<file path="config.mk">
export PLATFORM = sky130hd
export DESIGN_NAME = tbmem_rsp_merge
export DESIGN_NICKNAME = d
export VERILOG_FILES = /design/src/logic/tbmem_pkg.sv /design/src/logic/tbmem_rsp_merge.sv
export SDC_FILE = /design/constraint.sdc
export NUM_CORES = 1
export LEC_CHECK = 0
export ABC_CLOCK_PERIOD_IN_PS = 1300
export BUFFER_PORTS_ARGS = -buffer_cell sky130_fd_sc_hd__clkbuf_2
export CORE_AREA = 4 4 98 100
export CTS_CLUSTER_SIZE = 25
export DETAILED_ROUTE_END_ITERATION = 10
export DIE_AREA = 0 0 102 104
export GPL_TIMING_DRIVEN = 0
export PLACE_DENSITY = 0.58
export SLEW_MARGIN = 20
export SYNTH_ARGS = -nofsm -noshare
export SYNTH_HDL_FRONTEND = slang
export SYNTH_SLANG_ARGS = --single-unit
export TNS_END_PERCENT = 1
</file>
<file path="constraint.sdc">
create_clock -name Clk_CI -period 1.3 [get_ports Clk_CI]
set_input_delay 0.26 -clock Clk_CI [delete_from_list [all_inputs] [get_ports Clk_CI]]
set_output_delay 0.26 -clock Clk_CI [all_outputs]
set_load 0.01 [all_outputs]
</file>
<file path="src/logic/tbmem_pkg.sv">
// Testbench memory shared definitions
`default_nettype none

package tbmem_pkg;

  ////////////////////////////////////////
  // data path widths
  ////////////////////////////////////////

  // full request and response word
  localparam int data_width = 128;
  // one sram slice carries a 64-bit lane
  localparam int slice_width = 64;
  // number of slices side by side
  localparam int num_slices = data_width / slice_width;
  // one enable bit per byte of the word
  localparam int be_width = data_width / 8;

  ////////////////////////////////////////
  // memory geometry
  ////////////////////////////////////////

  // depth in words, same for every slice
  localparam int num_words = 1024;
  localparam int word_addr_width = $clog2(num_words);
  // low byte address bits inside a 16-byte word
  localparam int byte_offset_bits = $clog2(be_width);

  ////////////////////////////////////////
  // address map
  ////////////////////////////////////////

  // memory window is 16 KiB starting at the base
  // bits 31..mem_window_bits must match the base
  localparam logic [31:0] mem_base = 32'h8000_0000;
  localparam int mem_window_bits = byte_offset_bits + word_addr_width;

  // virtual peripheral addresses, exact match only
  localparam logic [31:0] mmaddr_print = 32'h5000_0000;
  localparam logic [31:0] mmaddr_test_status = 32'h6000_0000;
  localparam logic [31:0] mmaddr_exit = 32'h6000_0004;

  ////////////////////////////////////////
  // test status magic values
  ////////////////////////////////////////

  // software writes these to report its verdict
  localparam logic [31:0] status_pass_value = 32'd123456789;
  localparam logic [31:0] status_fail_value = 32'd1;

endpackage : tbmem_pkg

`default_nettype wire

</file>
<file path="src/logic/tbmem_rsp_merge.sv">
// Read response merger
`timescale 1ns/10ps
`default_nettype none

module tbmem_rsp_merge (
  input  wire logic                                Clk_CI,
  input  wire logic                                rstn_i,
  input  wire logic                                rd_issue_i,
  input  wire logic                                rd_from_mem_i,
  input  wire logic [tbmem_pkg::data_width-1:0]    slice_rdata_i,
  output logic                                     rvalid_o,
  output logic      [tbmem_pkg::data_width-1:0]    rdata_o
);

  // read accepted last cycle
  logic rvalid_q;
  // last cycle's read hit the memory window
  logic mem_tag_q;

  ////////////////////////////////////////
  // one-cycle read tracking
  ////////////////////////////////////////

  // a new read can be issued while the previous one returns
  always_ff @(posedge Clk_CI or negedge rstn_i) begin
    if (!rstn_i) begin
      rvalid_q <= 1'b0;
      mem_tag_q <= 1'b0;
    end else begin
      rvalid_q <= rd_issue_i;
      mem_tag_q <= rd_from_mem_i;
    end
  end

  ////////////////////////////////////////
  // response assembly
  ////////////////////////////////////////

  assign rvalid_o = rvalid_q;

  // slices already sit in lane order, zero for misses
  // slice registers hold stale data when the read missed memory
  assign rdata_o = mem_tag_q ? slice_rdata_i : '0;

endmodule : tbmem_rsp_merge

`default_nettype wire

</file>
==> results.py <==
metrics = {
    "grt": {
        "globalRouteMet3Util_pct": 1.41,
        "antenna_found_initial": 0,
        "first_global_vias": 1869,
        "busiest_layer": "met2",
        "grt_pass1_wl_mm": 8.80,
        "grtUsageTotal_pct": 9.89,
        "grt_util_met1_pct": 10.6,
        "grt_max_degree": 11,
        "use_met2_pct": 19.9,
        "grt_overflow": 0,
    },
    "synthesis": {
        "netlist_top_cells_area": "and2_1 (61%), and2_2 (20%), buf_6 (14%), dfrtp_1 (4.8%), clkbuf_4 (0.72%)",
        "avgSynthCellArea_um2": 7.21,
        "ys_seq_area_share_pct": 4.82,
        "synthFlopType": "dfrtp_1",
        "syn-num-nets": 276,
        "yosys_warnings": 0,
        "async_reset_ff_share_pct": 100,
        "yosysTopAreaCellShare_pct": 60.8,
        "synth_most_common_cell": "and2_1",
        "syn_inst": 144,
        "ys_types": 5,
        "syn_area_um2": 1040,
        "synth_commonest_cells": "and2_1 (101), and2_2 (27), buf_6 (13), dfrtp_1 (2), clkbuf_4 (1)",
        "yosysTopAreaCell": "and2_1",
        "synth_edf_count": 0,
        "synth_seq_cells": 2,
    },
    "die": {
        "fp.coreArea_um2": 8680,
        "start_util_pct": 12.0,
        "pin_count": 261,
        "rows": 34,
        "dieArea_um2": 10600,
        "die_y_um": 104,
        "die_x_um": 102,
    },
    "placed_design": {
        "dpl.cell_count": 512,
        "gp_congestion": 0.730,
        "dpl.hpwl_mm": 5.36,
        "preCtsSetupSlack_ns": 0.0453,
        "numPortBuffers": 260,
        "place_area_um2": 2470,
    },
    "power": {
        "power.leakage_nw": 1.65,
        "swShare_pct": 34.9,
        "power_switching_mw": 0.380,
        "ir_drop_mv": 0.693,
        "powerDensity_nw_per_um2": 420,
        "p_comb_share_pct": 71.8,
        "p_int_mw": 0.709,
        "p_seq_share_pct": 6.3,
        "clock_power_share_pct": 21.9,
        "power_mw": 1.09,
    },
    "detailed_routing": {
        "dr.pass1.iters": 4,
        "vias": 1852,
        "via_per_inst": 3.58,
        "wl_mm": 5.79,
        "avgRoutedWirePerCell_um": 11.2,
        "ant_nets": 0,
        "drc_errors": 0,
        "drtIter0Drc": 19,
    },
    "final_layout": {
        "area.growth.synth_to_final_pct": 150,
        "nFillCells": 934,
        "final_cells": 518,
        "multiInputGateArea_um2": 858,
        "layout.nets": 544,
        "drive_gt1_share_pct": 75.1,
        "design_area_um2": 2590,
        "seqCellArea_um2": 50.0,
        "utilization_pct": 29.9,
        "diodes": 0,
    },
    "status": {
        "status": "complete, but fails checks",
        "violations": "setup timing",
    },
    "critical_path": {
        "cp-startpoint": "mem_tag_q$_DFF_PN0_",
        "critPathKind": "reg -> out",
        "start_kind": "register",
        "critPathMaxFanout": 10,
        "end_kind": "primary output",
        "required_ns": 1.04,
        "crit_arrival_ns": 1.20,
    },
    "timing": {
        "rsz0062_at_grt": "yes",
        "hold_violations": 0,
        "timing.fmax_ghz": 0.684,
        "finalWorstSetupSlack_ns": -0.162,
        "period_share_pct": 112,
        "worst_pin_slew_ns": 0.134,
        "maxSlewHeadroom_pct": 91.0,
        "fin_crit_ns": 1.46,
        "slew_viol_final": 0,
        "setup_viol": 128,
    },
    "hold_path": {
        "hold_path.class": "in -> reg",
        "min_to": "mem_tag_q$_DFF_PN0_",
        "min_path_cells": 1,
        "min_from": "rd_from_mem_i",
    },
    "clocking": {
        "cts_tree": "yes",
        "htreeDepth": 1,
        "clock-sinks": 2,
        "cts_root_buffer": "clkbuf_8",
        "clk_path_buf_depth": 2,
        "cts_buffers": 3,
        "clk_pin_slew_ns": 0.03,
    },
    "run": {
        "maxCapViolCount": 0,
    },
}
repair_timing:
action | CTS | global route
setup endpoints to repair | 128 | 128
gates resized for setup | 20 | 4
setup buffers | 2 | 0
endpoints found under the hold margin | 2 | 0
hold buffers | 1 | 0
area by class of cell:
| class | instances | share of cell area [%] |
|---|---|---|
| flip-flops and latches | 2 | 1.93 |
| plain buffers | 14 | 6.51 |
| clock buffers | 3 | 1.59 |
| repair buffers | 263 | 51.7 |
| well taps | 108 | 5.21 |
| multi-input cells | 128 | 33.1 |
power by group through the flow:
| stage | Clock [mW] | Sequential (mW) | Combinational (mW) |
|---|---|---|---|
| after detailed placement | 0 | 0.0682 | 0.759 |
| final | 0.238 | 0.0684 | 0.782 |
| after global routing | 0.252 | 0.0687 | 0.864 |
| after CTS | 0.245 | 0.0685 | 0.794 |
| after global placement | 0 | 0.0679 | 0.751 |
| after floorplan | 0 | 0.0688 | 0.343 |
layout by cell type (no fill, tap or decap), drive strengths merged:
cell	n
buf	17
clkbuf	262
and2	128
dfrtp	2
dlygate4sd3	1
worst max-delay path, stage by stage (launching register included):
cell,delay (ns)
dfrtp_1,0.40
clkbuf_8,0.17
buf_6,0.13
and2_2,0.17
clkbuf_2,0.13
per-layer routing:
metal  share of wire (%)  wire length, µm
met1                  35             2040
met2                  55             3170
met3                 9.3              538
met4                0.76               44
met5                   0                0
per-stage QoR:
step	hold slack, ns	setup TNS [ns]
after floorplan	-0.0356	0
after global placement	0.0475	0
after detailed placement	0.0523	0
after CTS	0.156	-16.61
after global routing	0.162	-20.76
final	0.159	-14.72
how the worst max path moves through the flow:
stage                     cells past startpoint      endpoint  slack [ns]
after floorplan                               3  rdata_o[105]        0.21
after global placement                        4  rdata_o[122]        0.05
after detailed placement                      4   rdata_o[18]        0.05
after CTS                                     4   rdata_o[18]       -0.17
after global routing                          4   rdata_o[18]       -0.22
final                                         4  rdata_o[114]       -0.16
cells by family (layout without fill, tap and decap cells):
| kind of cell | count (synthesis) | in the layout | share of synthesized area [%] |
|---|---|---|---|
| and+or+nand+nor | 128 | 128 | 80.4 |
| DFF | 2 | 2 | 4.82 |
| buffers and inverters | 14 | 280 | 14.8 |
sequential cells by signal, summed over array words and instances (netlist names):
signal     count
rvalid_o       1
mem_tag_q      1
Note: power is estimated with default switching activity, not from simulation.
