--- src/logic/tbmem_pkg.sv ---
// Testbench memory shared definitions
`default_nettype none

package tbmem_pkg;

  ////////////////////////////////////////
  // data path widths
  ////////////////////////////////////////

  // full request and response word
  localparam int data_width = 128;
  // one sram slice carries a 64-bit lane
  localparam int slice_width = 64;
  // number of slices side by side
  localparam int num_slices = data_width / slice_width;
  // one enable bit per byte of the word
  localparam int be_width = data_width / 8;

  ////////////////////////////////////////
  // memory geometry
  ////////////////////////////////////////

  // depth in words, same for every slice
  localparam int num_words = 1024;
  localparam int word_addr_width = $clog2(num_words);
  // low byte address bits inside a 16-byte word
  localparam int byte_offset_bits = $clog2(be_width);

  ////////////////////////////////////////
  // address map
  ////////////////////////////////////////

  // memory window is 16 KiB starting at the base
  // bits 31..mem_window_bits must match the base
  localparam logic [31:0] mem_base = 32'h8000_0000;
  localparam int mem_window_bits = byte_offset_bits + word_addr_width;

  // virtual peripheral addresses, exact match only
  localparam logic [31:0] mmaddr_print = 32'h5000_0000;
  localparam logic [31:0] mmaddr_test_status = 32'h6000_0000;
  localparam logic [31:0] mmaddr_exit = 32'h6000_0004;

  ////////////////////////////////////////
  // test status magic values
  ////////////////////////////////////////

  // software writes these to report its verdict
  localparam logic [31:0] status_pass_value = 32'd123456789;
  localparam logic [31:0] status_fail_value = 32'd1;

endpackage : tbmem_pkg

`default_nettype wire

--- src/logic/tbmem_req_decoder.sv ---
// Request address decoder
`timescale 1ns/10ps
`default_nettype none

module tbmem_req_decoder (
  input  wire logic                                     req_i,
  input  wire logic                                     we_i,
  input  wire logic [31:0]                              addr_i,
  input  wire logic [tbmem_pkg::data_width-1:0]         wdata_i,
  input  wire logic [tbmem_pkg::be_width-1:0]           be_i,
  output logic      [tbmem_pkg::num_slices-1:0]         slice_cs_o,
  output logic                                          slice_we_o,
  output logic      [tbmem_pkg::word_addr_width-1:0]    slice_addr_o,
  output logic      [tbmem_pkg::data_width-1:0]         slice_wdata_o,
  output logic      [tbmem_pkg::be_width-1:0]           slice_be_o,
  output logic                                          print_wr_o,
  output logic                                          status_wr_o,
  output logic                                          exit_wr_o,
  output logic      [31:0]                              periph_wdata_o,
  output logic                                          rd_issue_o,
  output logic                                          rd_from_mem_o
);

  // address falls inside the memory window
  logic mem_hit;
  // request is a write this cycle
  logic wr_req;

  ////////////////////////////////////////
  // address classification
  ////////////////////////////////////////

  // compare only the bits above the window
  assign mem_hit = (addr_i[31:tbmem_pkg::mem_window_bits] ==
                    tbmem_pkg::mem_base[31:tbmem_pkg::mem_window_bits]);

  assign wr_req = req_i & we_i;

  ////////////////////////////////////////
  // slice side
  ////////////////////////////////////////

  // all slices are hit together, each serves one 64-bit lane
  assign slice_cs_o = {tbmem_pkg::num_slices{req_i & mem_hit}};
  assign slice_we_o = we_i;

  // drop the byte offset, keep the word index inside the window
  assign slice_addr_o = addr_i[tbmem_pkg::byte_offset_bits +: tbmem_pkg::word_addr_width];

  // lane k of data and enables belongs to slice k
  assign slice_wdata_o = wdata_i;
  assign slice_be_o = be_i;

  ////////////////////////////////////////
  // peripheral side
  ////////////////////////////////////////

  // strobes only on writes with an exact address match
  assign print_wr_o = wr_req & (addr_i == tbmem_pkg::mmaddr_print);
  assign status_wr_o = wr_req & (addr_i == tbmem_pkg::mmaddr_test_status);
  assign exit_wr_o = wr_req & (addr_i == tbmem_pkg::mmaddr_exit);

  // peripherals only look at the low 32 bits
  assign periph_wdata_o = wdata_i[31:0];

  ////////////////////////////////////////
  // read tracking for the merger
  ////////////////////////////////////////

  // every read gets a response, mapped or not
  assign rd_issue_o = req_i & ~we_i;
  // tag the read so the merger knows whether slice data is valid
  assign rd_from_mem_o = rd_issue_o & mem_hit;

endmodule : tbmem_req_decoder

`default_nettype wire

--- config.mk ---
export PLATFORM = sky130hd
export DESIGN_NAME = tbmem_req_decoder
export DESIGN_NICKNAME = d
export VERILOG_FILES = /design/src/logic/tbmem_pkg.sv /design/src/logic/tbmem_req_decoder.sv
export SDC_FILE = /design/constraint.sdc
export NUM_CORES = 1
export LEC_CHECK = 0
export ABC_AREA = 1
export CAP_MARGIN = 20
export CORE_AREA = 2 2 143 145
export DETAILED_ROUTE_END_ITERATION = 6
export DIE_AREA = 0 0 145 147
export DONT_BUFFER_PORTS = 1
export GPL_ROUTABILITY_DRIVEN = 0
export SLEW_MARGIN = 20
export SYNTH_ARGS = -nofsm -noshare
export SYNTH_HDL_FRONTEND = slang
export SYNTH_SLANG_ARGS = --single-unit
--- constraint.sdc ---
create_clock -name vclk -period 1.1
set_clock_uncertainty 0.05 [all_clocks]
set_input_delay 0.22 -clock vclk [all_inputs]
set_output_delay 0.22 -clock vclk [all_outputs]
set_load 0.03 [all_outputs]
==> impl_metrics.ini <==
[status]
status = finished with violations
failed_checks = negative setup slack

[cells_and_area]
drive_gt1_share_pct = 64.71
layout.core_utilization_pct = 5.038
layout.sequential_cells = 0
areaGrowthSynthToFinish_pct = -41.42
design_area_um2 = 999.7
finish.net_count = 265
antenna-diode-count = 0
clockBufferCount = 0
regArea_um2 = 0

[route]
route.detailed.drc = 0
final_antenna_net_count = 0
avgViaCountPerCell = 2.031
drt_wl_total_um = 5969
dr.pass1.iters = 4
drtIter0Drc = 12
num_vias = 721
drt_wl_cell_um = 16.81

[run]
max_cap_viol_count = 0

[sta]
fin_worst_setup_slack_ns = -0.2200
post-route-period-util_pct = 120.0
tightest_slew_ns = 0.2479
relSlewSlack_pct = 83.43
hold_viol = 0
final_max_slew_viol_count = 0
setup_repair_after_global_routing_missed_its_margin = true
final.min_clock_period_ns = 1.320
max_clock_freq_ghz = 0.7576
final-setup-viol-count = 6

[global_routing]
number_of_global_route_vias_before_repair = 838
grt_usage_pct = 5.086
grt_antenna_before_repair = 0
wire_length_of_the_first_global_routing_pass_um = 7327
grt.overflow.total = 0
grt_start_max_net_pins = 4

[synthesis]
synth_sequential_area_ratio_pct = 0
postSynthNetCount = 440
synthesis.area_per_instance_um2 = 6.514
number_of_distinct_library_cell_variants_in_the_gate_level_netlist_after_synthesis = 9
synth_area_um2 = 1707
netlist_instances = 262
yosys_warnings = 0

[hold_path]
min-delay-start = be_i[15]
path_type_of_the_worst_min_delay_path = primary input to output pin
hold_path_depth = 0
worst_hold_path.endpoint = slice_be_o[15]

[setup_path]
cp-start-kind = primary input
path_class = primary input to output pin
required_ns = 0.83
endpoint_kind = output pin
timing.critical_path.arrival_ns = 1.05
crit_fanout = 3

[power]
power.leakage_nw = 0.3005
cellPowerDensity_nw_per_um2 = 128.1
ir_worst_vdd_v = 0.00002607

[clocking]
cts_hold_repair.buffers = 0
post-cts-setup-buffers = 0

[floorplan]
area_of_the_placeable_core_um2 = 19840
io_pins = 372
floorplan.die_area_um2 = 21320
die_width_um = 145
floorplan.die.height_um = 147
start_util_pct = 8.600
placementRows = 52

[placed_design]
post-dp-hpwl_um = 5495
port_buffers = 0
placed_area_um2 = 828.3
==> critical path, stage by stage <==
cell and delay (ns):
sky130_fd_sc_hd__clkinv_16 0.03, sky130_fd_sc_hd__nand2_8 0.04, sky130_fd_sc_hd__nor2_4 0.10, sky130_fd_sc_hd__nand2_2 0.07, sky130_fd_sc_hd__nor2_4 0.18, sky130_fd_sc_hd__buf_6 0.13, sky130_fd_sc_hd__inv_4 0.03, sky130_fd_sc_hd__nor2_4 0.11
sky130_fd_sc_hd__buf_12 0.13
==> worst max-delay path by stage <==
| stage | from | to | slack [ns] | cells after the start |
|---|---|---|---|---|
| after global placement | addr_i[19] | exit_wr_o | -0.38 | 8 |
| after detailed placement | addr_i[19] | exit_wr_o | -0.38 | 8 |
| after floorplan | addr_i[16] | slice_cs_o[1] | -0.20 | 8 |
| after CTS | addr_i[23] | exit_wr_o | -0.30 | 8 |
| after global routing | addr_i[17] | print_wr_o | -0.31 | 9 |
| final | addr_i[17] | print_wr_o | -0.22 | 9 |
==> repair_timing <==
action	in CTS	in global routing
pin swaps	9	17
endpoints found under the setup margin	6	6
hold endpoints to repair	0	0
resized for setup	23	38
==> through the flow <==
stage	hold slack [ns]	instances	setup slack (ns)	power, mW	setup TNS (ns)
after floorplan	0.4334	262	-0.2026	1.332	-0.4367
after global routing	0.3900	355	-0.3145	0.1417	-1.643
after detailed placement	0.3902	356	-0.3785	0.08902	-1.952
final	0.3900	355	-0.2200	0.1280	-1.061
after CTS	0.3902	356	-0.3039	0.1049	-1.541
after global placement	0.3902	356	-0.3789	0.08627	-2.015
==> report_power, final <==
part	switching [mW]	total, mW	internal (mW)
registers	0	0	0
clock network	0	0	0
logic	0.0638	0.128	0.0643
total	0.0638	0.128	0.0643
==> Yosys cell counts <==
cell type	n	area, µm²
sky130_fd_sc_hd__nand2_1	17	63.81
sky130_fd_sc_hd__nor3b_1	1	7.510
sky130_fd_sc_hd__nor2_1	26	97.59
sky130_fd_sc_hd__nand3_1	4	20.02
sky130_fd_sc_hd__nand3b_1	1	7.510
sky130_fd_sc_hd__nor2_2	1	6.260
sky130_fd_sc_hd__buf_4	188	1411
sky130_fd_sc_hd__inv_1	23	86.33
sky130_fd_sc_hd__nand4_1	1	6.260
==> logic make-up (layout without fill, tap and decap cells) <==
logic type	count (synthesis)	after routing	share of synthesized area, %
AND/OR/NAND/NOR	51	51	12.24
buffers and inverters	211	34	87.76
==> per-layer routing <==
layer | vias up | wire [µm] | track usage (%)
met2 | 166 | 2731 | 8.405
met4 | 0 | 516 | 4.010
met1 | 249 | 956 | 2.312
li1 | 229 | - | -
met5 | - | 0 | 0
met3 | 77 | 1765 | 6.708
==> final cells by class <==
| cell class | instances | area [µm²] |
|---|---|---|
| fillers | 2334 | 18840 |
| inverters | 23 | 175.2 |
| multi-input cells | 51 | 371.6 |
| well taps | 270 | 337.8 |
| repair buffers | 11 | 115.1 |
==> placed cells by master, fill, tap and decap left out, drive strengths merged <==
master / count
nand4: 1
nand3: 4
inv: 21
nand3b: 1
buf: 11
nor3b: 1
clkinv: 2
nor2: 27
nand2: 17
Power figures use the tool's default switching activity.
