==> src/logic/tbmem_pkg.sv <==
// Testbench memory shared definitions
`default_nettype none

package tbmem_pkg;

  ////////////////////////////////////////
  // data path widths
  ////////////////////////////////////////

  // full request and response word
  localparam int data_width = 128;
  // one sram slice carries a 64-bit lane
  localparam int slice_width = 64;
  // number of slices side by side
  localparam int num_slices = data_width / slice_width;
  // one enable bit per byte of the word
  localparam int be_width = data_width / 8;

  ////////////////////////////////////////
  // memory geometry
  ////////////////////////////////////////

  // depth in words, same for every slice
  localparam int num_words = 1024;
  localparam int word_addr_width = $clog2(num_words);
  // low byte address bits inside a 16-byte word
  localparam int byte_offset_bits = $clog2(be_width);

  ////////////////////////////////////////
  // address map
  ////////////////////////////////////////

  // memory window is 16 KiB starting at the base
  // bits 31..mem_window_bits must match the base
  localparam logic [31:0] mem_base = 32'h8000_0000;
  localparam int mem_window_bits = byte_offset_bits + word_addr_width;

  // virtual peripheral addresses, exact match only
  localparam logic [31:0] mmaddr_print = 32'h5000_0000;
  localparam logic [31:0] mmaddr_test_status = 32'h6000_0000;
  localparam logic [31:0] mmaddr_exit = 32'h6000_0004;

  ////////////////////////////////////////
  // test status magic values
  ////////////////////////////////////////

  // software writes these to report its verdict
  localparam logic [31:0] status_pass_value = 32'd123456789;
  localparam logic [31:0] status_fail_value = 32'd1;

endpackage : tbmem_pkg

`default_nettype wire

==> src/logic/tbmem_virt_periph.sv <==
// Virtual peripherals
`timescale 1ns/10ps
`default_nettype none

module tbmem_virt_periph (
  input  wire logic        Clk_CI,
  input  wire logic        rstn_i,
  input  wire logic        print_wr_i,
  input  wire logic        status_wr_i,
  input  wire logic        exit_wr_i,
  input  wire logic [31:0] wdata_i,
  output logic             print_valid_o,
  output logic      [7:0]  print_char_o,
  output logic             tests_passed_o,
  output logic             tests_failed_o,
  output logic             exit_valid_o,
  output logic      [31:0] exit_value_o
);

  // status write carries one of the magic values
  logic is_pass;
  logic is_fail;

  assign is_pass = (wdata_i == tbmem_pkg::status_pass_value);
  assign is_fail = (wdata_i == tbmem_pkg::status_fail_value);

  ////////////////////////////////////////
  // print port
  ////////////////////////////////////////

  // one-cycle strobe, char stays until the next print
  always_ff @(posedge Clk_CI or negedge rstn_i) begin
    if (!rstn_i) begin
      print_valid_o <= 1'b0;
      print_char_o <= '0;
    end else begin
      print_valid_o <= print_wr_i;
      if (print_wr_i) begin
        print_char_o <= wdata_i[7:0];
      end
    end
  end

  ////////////////////////////////////////
  // test status
  ////////////////////////////////////////

  // flags are sticky until reset, other values are ignored
  always_ff @(posedge Clk_CI or negedge rstn_i) begin
    if (!rstn_i) begin
      tests_passed_o <= 1'b0;
      tests_failed_o <= 1'b0;
    end else if (status_wr_i) begin
      if (is_pass) tests_passed_o <= 1'b1;
      if (is_fail) tests_failed_o <= 1'b1;
    end
  end

  ////////////////////////////////////////
  // exit capture
  ////////////////////////////////////////

  // last exit write wins, valid stays up
  always_ff @(posedge Clk_CI or negedge rstn_i) begin
    if (!rstn_i) begin
      exit_valid_o <= 1'b0;
      exit_value_o <= '0;
    end else if (exit_wr_i) begin
      exit_valid_o <= 1'b1;
      exit_value_o <= wdata_i;
    end
  end

endmodule : tbmem_virt_periph

`default_nettype wire

==> config.mk <==
export PLATFORM = sky130hd
export DESIGN_NAME = tbmem_virt_periph
export DESIGN_NICKNAME = d
export VERILOG_FILES = /design/src/logic/tbmem_pkg.sv /design/src/logic/tbmem_virt_periph.sv
export SDC_FILE = /design/constraint.sdc
export NUM_CORES = 1
export LEC_CHECK = 0
export BUFFER_PORTS_ARGS = -buffer_cell sky130_fd_sc_hd__buf_2
export CAP_MARGIN = 20
export CORE_MARGIN = 2
export CORE_UTILIZATION = 41
export DETAILED_ROUTE_END_ITERATION = 8
export PLACE_DENSITY = 0.75
export SLEW_MARGIN = 20
export SYNTH_ARGS = -nofsm -noshare
export SYNTH_HDL_FRONTEND = slang
export SYNTH_SLANG_ARGS = --single-unit
==> constraint.sdc <==
create_clock -name Clk_CI -period 0.8 [get_ports Clk_CI]
set_clock_uncertainty 0.05 [all_clocks]
set_input_delay 0.04 -clock Clk_CI [delete_from_list [all_inputs] [get_ports Clk_CI]]
set_output_delay 0.04 -clock Clk_CI [all_outputs]
set_load 0.01 [all_outputs]
==> results of run 1 <==
sequential cells by signal, summed over array words and instances (netlist names):
signal,cells
tests_failed_o,1
exit_valid_o,1
exit_value_o,32
print_char_o,8
print_valid_o,1
tests_passed_o,1
per-layer routing:
layer	vias to the layer above	track usage, %	wire length [um]
met3	6	5.76	278
met1	643	22.3	1650
met5	-	0	0
met4	0	5.25	49
met2	56	30.8	1970
li1	616	-	-
timing repair:
item	in CTS	in global routing
hold endpoints to repair	71	25
setup buffers	3	1
endpoints found under the setup margin	61	84
gates resized for setup	16	15
cloned	0	0
pin swaps	4	1
area by class of cell:
class	instances	area (um2)	area share (%)
clock inverter	1	5.00	0.192
inverter	2	7.51	0.288
clock buffer	6	72.6	2.78
tap	50	62.6	2.40
multi-input combinational	59	621	23.8
timing repair buffer	103	739	28.3
sequential	44	1100	42.2
per-stage QoR:
stage	power, mW	area (um2)	setup TNS [ps]	cells
2_1_floorplan	2.94	1730	-919	110
3_3_place_gp	3.40	2300	-2150	252
3_5_place_dp	3.43	2300	-2460	252
4_1_cts	4.80	2510	-5260	264
5_1_grt	5.08	2610	-7180	265
6_report	4.81	2610	-4800	265
power by group:
part | internal [mW] | switching, mW | total (mW)
combinational | 0.583 | 0.414 | 0.997
clock | 0.594 | 0.686 | 1.28
sequential | 2.43 | 0.109 | 2.54
total | 3.60 | 1.21 | 4.81
synthesized netlist by cell type (all sizes together):
| master | n | area, um2 |
|---|---|---|
| nor3 | 1 | 5.00 |
| mux2 | 40 | 450 |
| nor4b | 1 | 8.76 |
| buf | 3 | 15.0 |
| nand3b | 1 | 7.51 |
| or2 | 1 | 6.26 |
| or4 | 1 | 7.51 |
| clkbuf | 2 | 7.51 |
| nand4 | 4 | 25.0 |
| nand3 | 2 | 10.0 |
| nor4 | 6 | 37.5 |
| dfrtp | 44 | 1100 |
| inv | 2 | 7.51 |
| o31ai | 2 | 15.0 |
final timing paths:
path,from,endpoint,slack [ps],cells after the start
worst max-delay path,exit_value_o[2],exit_value_o[2],-200,2
worst min-delay path,wdata_i[22],exit_value_o[22],-50,2
worst max register to register,exit_value_o[18],exit_value_o[18],-130,2
worst min register to register,tests_passed_o,tests_passed_o,450,2
max in group asynchronous,rstn_i,exit_value_o[7],160,3
min in group asynchronous,rstn_i,exit_value_o[29],90,2
logic make-up after synthesis:
kind of cell	count (synthesis)	synth area share, %
flops	44	64.6
compound gates	2	0.881
simple gates	17	6.31
buf+inv	7	1.76
mux	40	26.4
critical path, stage by stage (launching register included):
cell	delay (ps)
dfrtp_1	400
buf_6	120
buf_6	110
==> metrics.yaml, run 1 <==
cts:
  cts.sinks: 44
  cts_root_buf: "clkbuf_8"
  insertion_delay_ps: 280
  clkSlewWorstSetupHoldPaths_ps: 80
  cts_hold_buf: 2
  h-tree-depth: 2
  numCtsBuffers: 5
  cts_buffer_depth: 2
  cts_tree: "yes"
layout:
  fin_util_pct: 65.2
  fill_cells: 304
  layout.cells.most_common: "buf_2"
  final_net_count: 252
  drive_above_1_share_pct: 72.1
  layout_common_cells: "60 x buf_2, 44 x dfrtp_1, 39 x mux2_2"
  area_growth_pct: 53.1
  antenna_cells: 0
routing:
  wl_per_cell_um: 14.9
  via_count: 1321
  drt_pass1_iterations: 4
  wl_um: 3950
  drc: 0
  drtIter0Drc: 42
  ant_nets: 0
  vias_per_cell: 4.98
sta:
  tightest_slew_ps: 329
  timing.hold.ws_ps: -50.3
  setup_ws_ps: -204
  min_period_over_period_pct: 125
  finalSetupViolations: 66
  max_freq_mhz: 996
  period_needed_ps: 1000
  slew_headroom_pct: 77.8
  finalHoldViolations: 25
  slew_viol_final: 0
  rsz0062_at_grt: "true"
die:
  initial_core_util_pct: 42.6
  die_area_um2: 4690
  io_pins: 81
  die_h_um: 68.5
  die_width_um: 68.5
  rows: 23
  core_um2: 4000
min_path:
  hold_path.class: "input port to flop"
global_routing:
  gr-usage-all-layers_pct: 18.2
  grt_pass1_vias: 1323
  grt_pass1_wl_um: 6220
  antenna_found_initial: 0
  grt_max_degree: 37
  grt-ovfl-total: 0
run:
  max_cap_violations: 0
yosys:
  yosysSeqAreaShare_pct: 64.6
  ys_types: 14
  synth_seq_cells: 44
  postSynthCellCount: 110
  synth_warnings: 0
  avgSynthCellArea_um2: 15.5
  synth_nets: 147
  syn-cell-area_um2: 1700
outcome:
  violations: "hold timing, setup timing"
  status: "finished with violations"
place:
  gp_congestion: 0.750
  hpwlAfterDp_um: 2910
  port_buffers: 80
  post-place-ws_ps: -316
setup_path:
  cp_max_fo: 2
  critPathLaunchType: "flop"
  setup.worst_path.end_class: "output port"
  cp.required_ps: 710
  path_class: "flop to output port"
  crit_arrival_ps: 910
power_and_ir_drop:
  ir_drop_v: 0.00105
  powerDensity_nw_per_um2: 1850
  p_leak_nw: 1.22
Note: power is estimated with default switching activity, not from simulation.
==> inputs of run 2 (changes only) <==
Settings changed: BUFFER_PORTS_ARGS -buffer_cell sky130_fd_sc_hd__buf_2 to not set, CORE_UTILIZATION 41 to 55, DONT_BUFFER_PORTS set to 1, PLACE_DENSITY 0.75 to 0.73.
==> run 2 against run 1 <==
Compared with the run above:
- the run still ends with hold timing, setup timing left
- first-iteration DRC count fell by 2.4%
- critical path depth did not move
- total power down 3.1%
- die area down 24%
- sequential cell count unchanged
- setup slack got worse by 72 ps
- sequential power rose by 2%
- non-clock buffer count down 36
- routed wire length grew 0.73%
- highest routed layer unchanged
==> metrics.yaml, run 2 (synthesis results as in run 1) <==
sta:
  finalSetupTns_ps: -10500  # -5700 ps
  slew_viol_final: 0  # unchanged
  finalHoldViolations: 84  # +240%
  tightest_slew_ps: 483  # +153 ps
  slew_headroom_pct: 67.8  # -10 points
  timing.hold.ws_ps: -684  # -633 ps
  max_freq_mhz: 930  # -6.7%
  min_period_over_period_pct: 134  # +9.0 points
  rsz0062_at_grt: "true"
  setup_ws_ps: -276  # -72.2 ps
  period_needed_ps: 1080  # +72.2 ps
  finalSetupViolations: 87  # +32%
setup_path:
  setup.worst_path.end_class: "output port"
  cp_max_fo: 2  # unchanged
  crit_start: "print_char_o[4]"
  r2r_start: "print_char_o[6]"
  crit_arrival_ps: 990  # +80 ps
  slowest_delay_ps: 410  # about the same
  cp.required_ps: 710  # about the same
  cp_common_cell: "buf_6"
  crit_chain: "buf_6 -> buf_6"
  cp.depth: 2  # unchanged
  r2r_setup_slack_ps: -170  # -40 ps
  critPathLaunchType: "flop"
  cpMaxStageDelayCell: "dfrtp_1"
  setup.worst_path.end: "print_char_o[4]"
  rr_endpoint: "print_char_o[6]"
  path_buf_inv: 2  # unchanged
  rr_worst_depth: 2  # unchanged
  cp_top_family: "flip-flops"
  path_class: "flop to output port"
routing:
  drt_pass1_iterations: 4  # unchanged
  via_count: 1207  # -8.6%
  ant_nets: 0  # unchanged
  drc: 0  # unchanged
  wl_per_cell_um: 18.7  # +25%
  wl_met2_um: 1980  # +0.56%
  wl_met1_um: 1630  # -1.4%
  dr_wl_met3_um: 301  # +8.3%
  vias_per_cell: 5.67  # +14%
  top_layer_used: "met4"
  drtIter0Drc: 41  # -2.4%
  wl_um: 3980  # +0.73%
layout:
  drive_above_1_share_pct: 61.7  # -10 points
  antenna_cells: 0  # unchanged
  regMostFlops: "exit_value_o"
  fill_cells: 137  # -55%
  layout_common_cells: "54 x buf_6, 44 x dfrtp_1, 34 x mux2_2"
  seqCellArea_um2: 1100  # unchanged
  layout.cells.most_common: "buf_6"
  multi_input_area_um2: 616  # -0.81%
  reg_top3: "exit_value_o (32), print_char_o (8)"
  largest_reg_flops: 32  # unchanged
  area_growth_pct: 50.5
  final_net_count: 216  # -14%
  fin_util_pct: 85.4  # +20 points
global_routing:
  antenna_found_initial: 0  # unchanged
  grt-ovfl-total: 0  # unchanged
  grt_max_degree: 45  # +22%
  grt_pass1_vias: 1262  # -4.6%
  gr-usage-all-layers_pct: 22.7  # +4.5 points
  grt_pass1_wl_um: 5780  # -7.1%
min_path:
  hold_path.class: "input port to asynchronous set/reset pin"
die:
  core_um2: 3000  # -25%
  die_width_um: 59.7  # -13%
  initial_core_util_pct: 56.7  # +14 points
  io_pins: 81  # unchanged
  die_h_um: 59.7  # -13%
  rows: 20  # -13%
  die_area_um2: 3560  # -24%
cts:
  cts_tree: "yes"
  insertion_delay_ps: 340  # +60 ps
  clkSlewWorstSetupHoldPaths_ps: 120  # +40 ps
  cts_root_buf: "clkbuf_4"
  h-tree-depth: 2  # unchanged
  cts.sinks: 44  # unchanged
  cts_buffer_depth: 2  # unchanged
  numCtsBuffers: 5  # unchanged
place:
  gp_congestion: 0.739  # -1.5%
  hpwlAfterDp_um: 2560  # -12%
  post-place-ws_ps: -200  # +116 ps
  port_buffers: 0  # -100%
run:
  max_cap_violations: 0  # unchanged
outcome:
  status: "finished with violations"
  violations: "hold timing, setup timing"
power_and_ir_drop:
  p_leak_nw: 1.19  # -2.7%
  ir_drop_v: 0.00163  # +55%
  powerDensity_nw_per_um2: 1820  # -1.5%
==> run 2: changes by cell type in the layout (fill, tap and decap cells not counted), sizes merged <==
cell and change:
buf -42, clkbuf +2, clkinv -1, dlymetal6s2s +2, dlymetal6s4s +4
==> run 2: power by group <==
| part | internal [mW] | total (mW) | switching (mW) |
|---|---|---|---|
| registers | 2.43 | 2.59 | 0.157 |
| clock network | 0.434 | 1.08 | 0.644 |
| logic | 0.706 | 1.00 | 0.294 |
==> run 2: worst min-delay path by stage <==
stage	start	end	slack [ps]
floorplan	rstn_i	exit_valid_o	-310
global placement	rstn_i	exit_value_o[23]	-300
detailed placement	rstn_i	exit_value_o[21]	-300
CTS	rstn_i	print_char_o[0]	-690
global route	rstn_i	print_char_o[0]	-710
finish	rstn_i	exit_value_o[20]	-680
==> run 2: layout make-up <==
class / instances / area share [%]
clock buffer: 8 / 2.29
multi-input combinational: 59 / 24.0
timing repair buffer: 67 / 28.9
sequential: 44 / 42.9
inverter: 2 / 0.293
tap: 33 / 1.61
==> run 2: timing repair <==
action,CTS,global route
resized for setup,47,26
pin swaps,0,5
gates cloned,0,0
setup endpoints to repair,80,87
buffers inserted,10,5
hold buffers,6,2
endpoints found under the hold margin,88,85
==> run 2: metal layers <==
layer | up-vias | global-route usage [%]
li1 | 541 | -
met2 | 53 | 37.1
met3 | 6 | 7.58
met4 | 0 | 7.62
met5 | - | 0
met1 | 607 | 28.4
==> run 2: worst register-to-register path: cells and delay by family (launching register included) <==
| kind | cells | cell delay [ps] |
|---|---|---|
| flip-flops | 1 | 420 |
| multiplexers | 1 | 260 |
| buffers and inverters | 1 | 140 |
==> run 2: per-stage QoR <==
stage / hold slack (ps) / power (mW) / std cells / instance area (um2)
global placement: -305 / 3.23 / 182 / 2060
finish: -684 / 4.66 / 213 / 2560
detailed placement: -305 / 3.27 / 182 / 2060
CTS: -689 / 4.60 / 206 / 2430
global route: -711 / 4.87 / 213 / 2560
floorplan: -306 / 2.94 / 110 / 1730
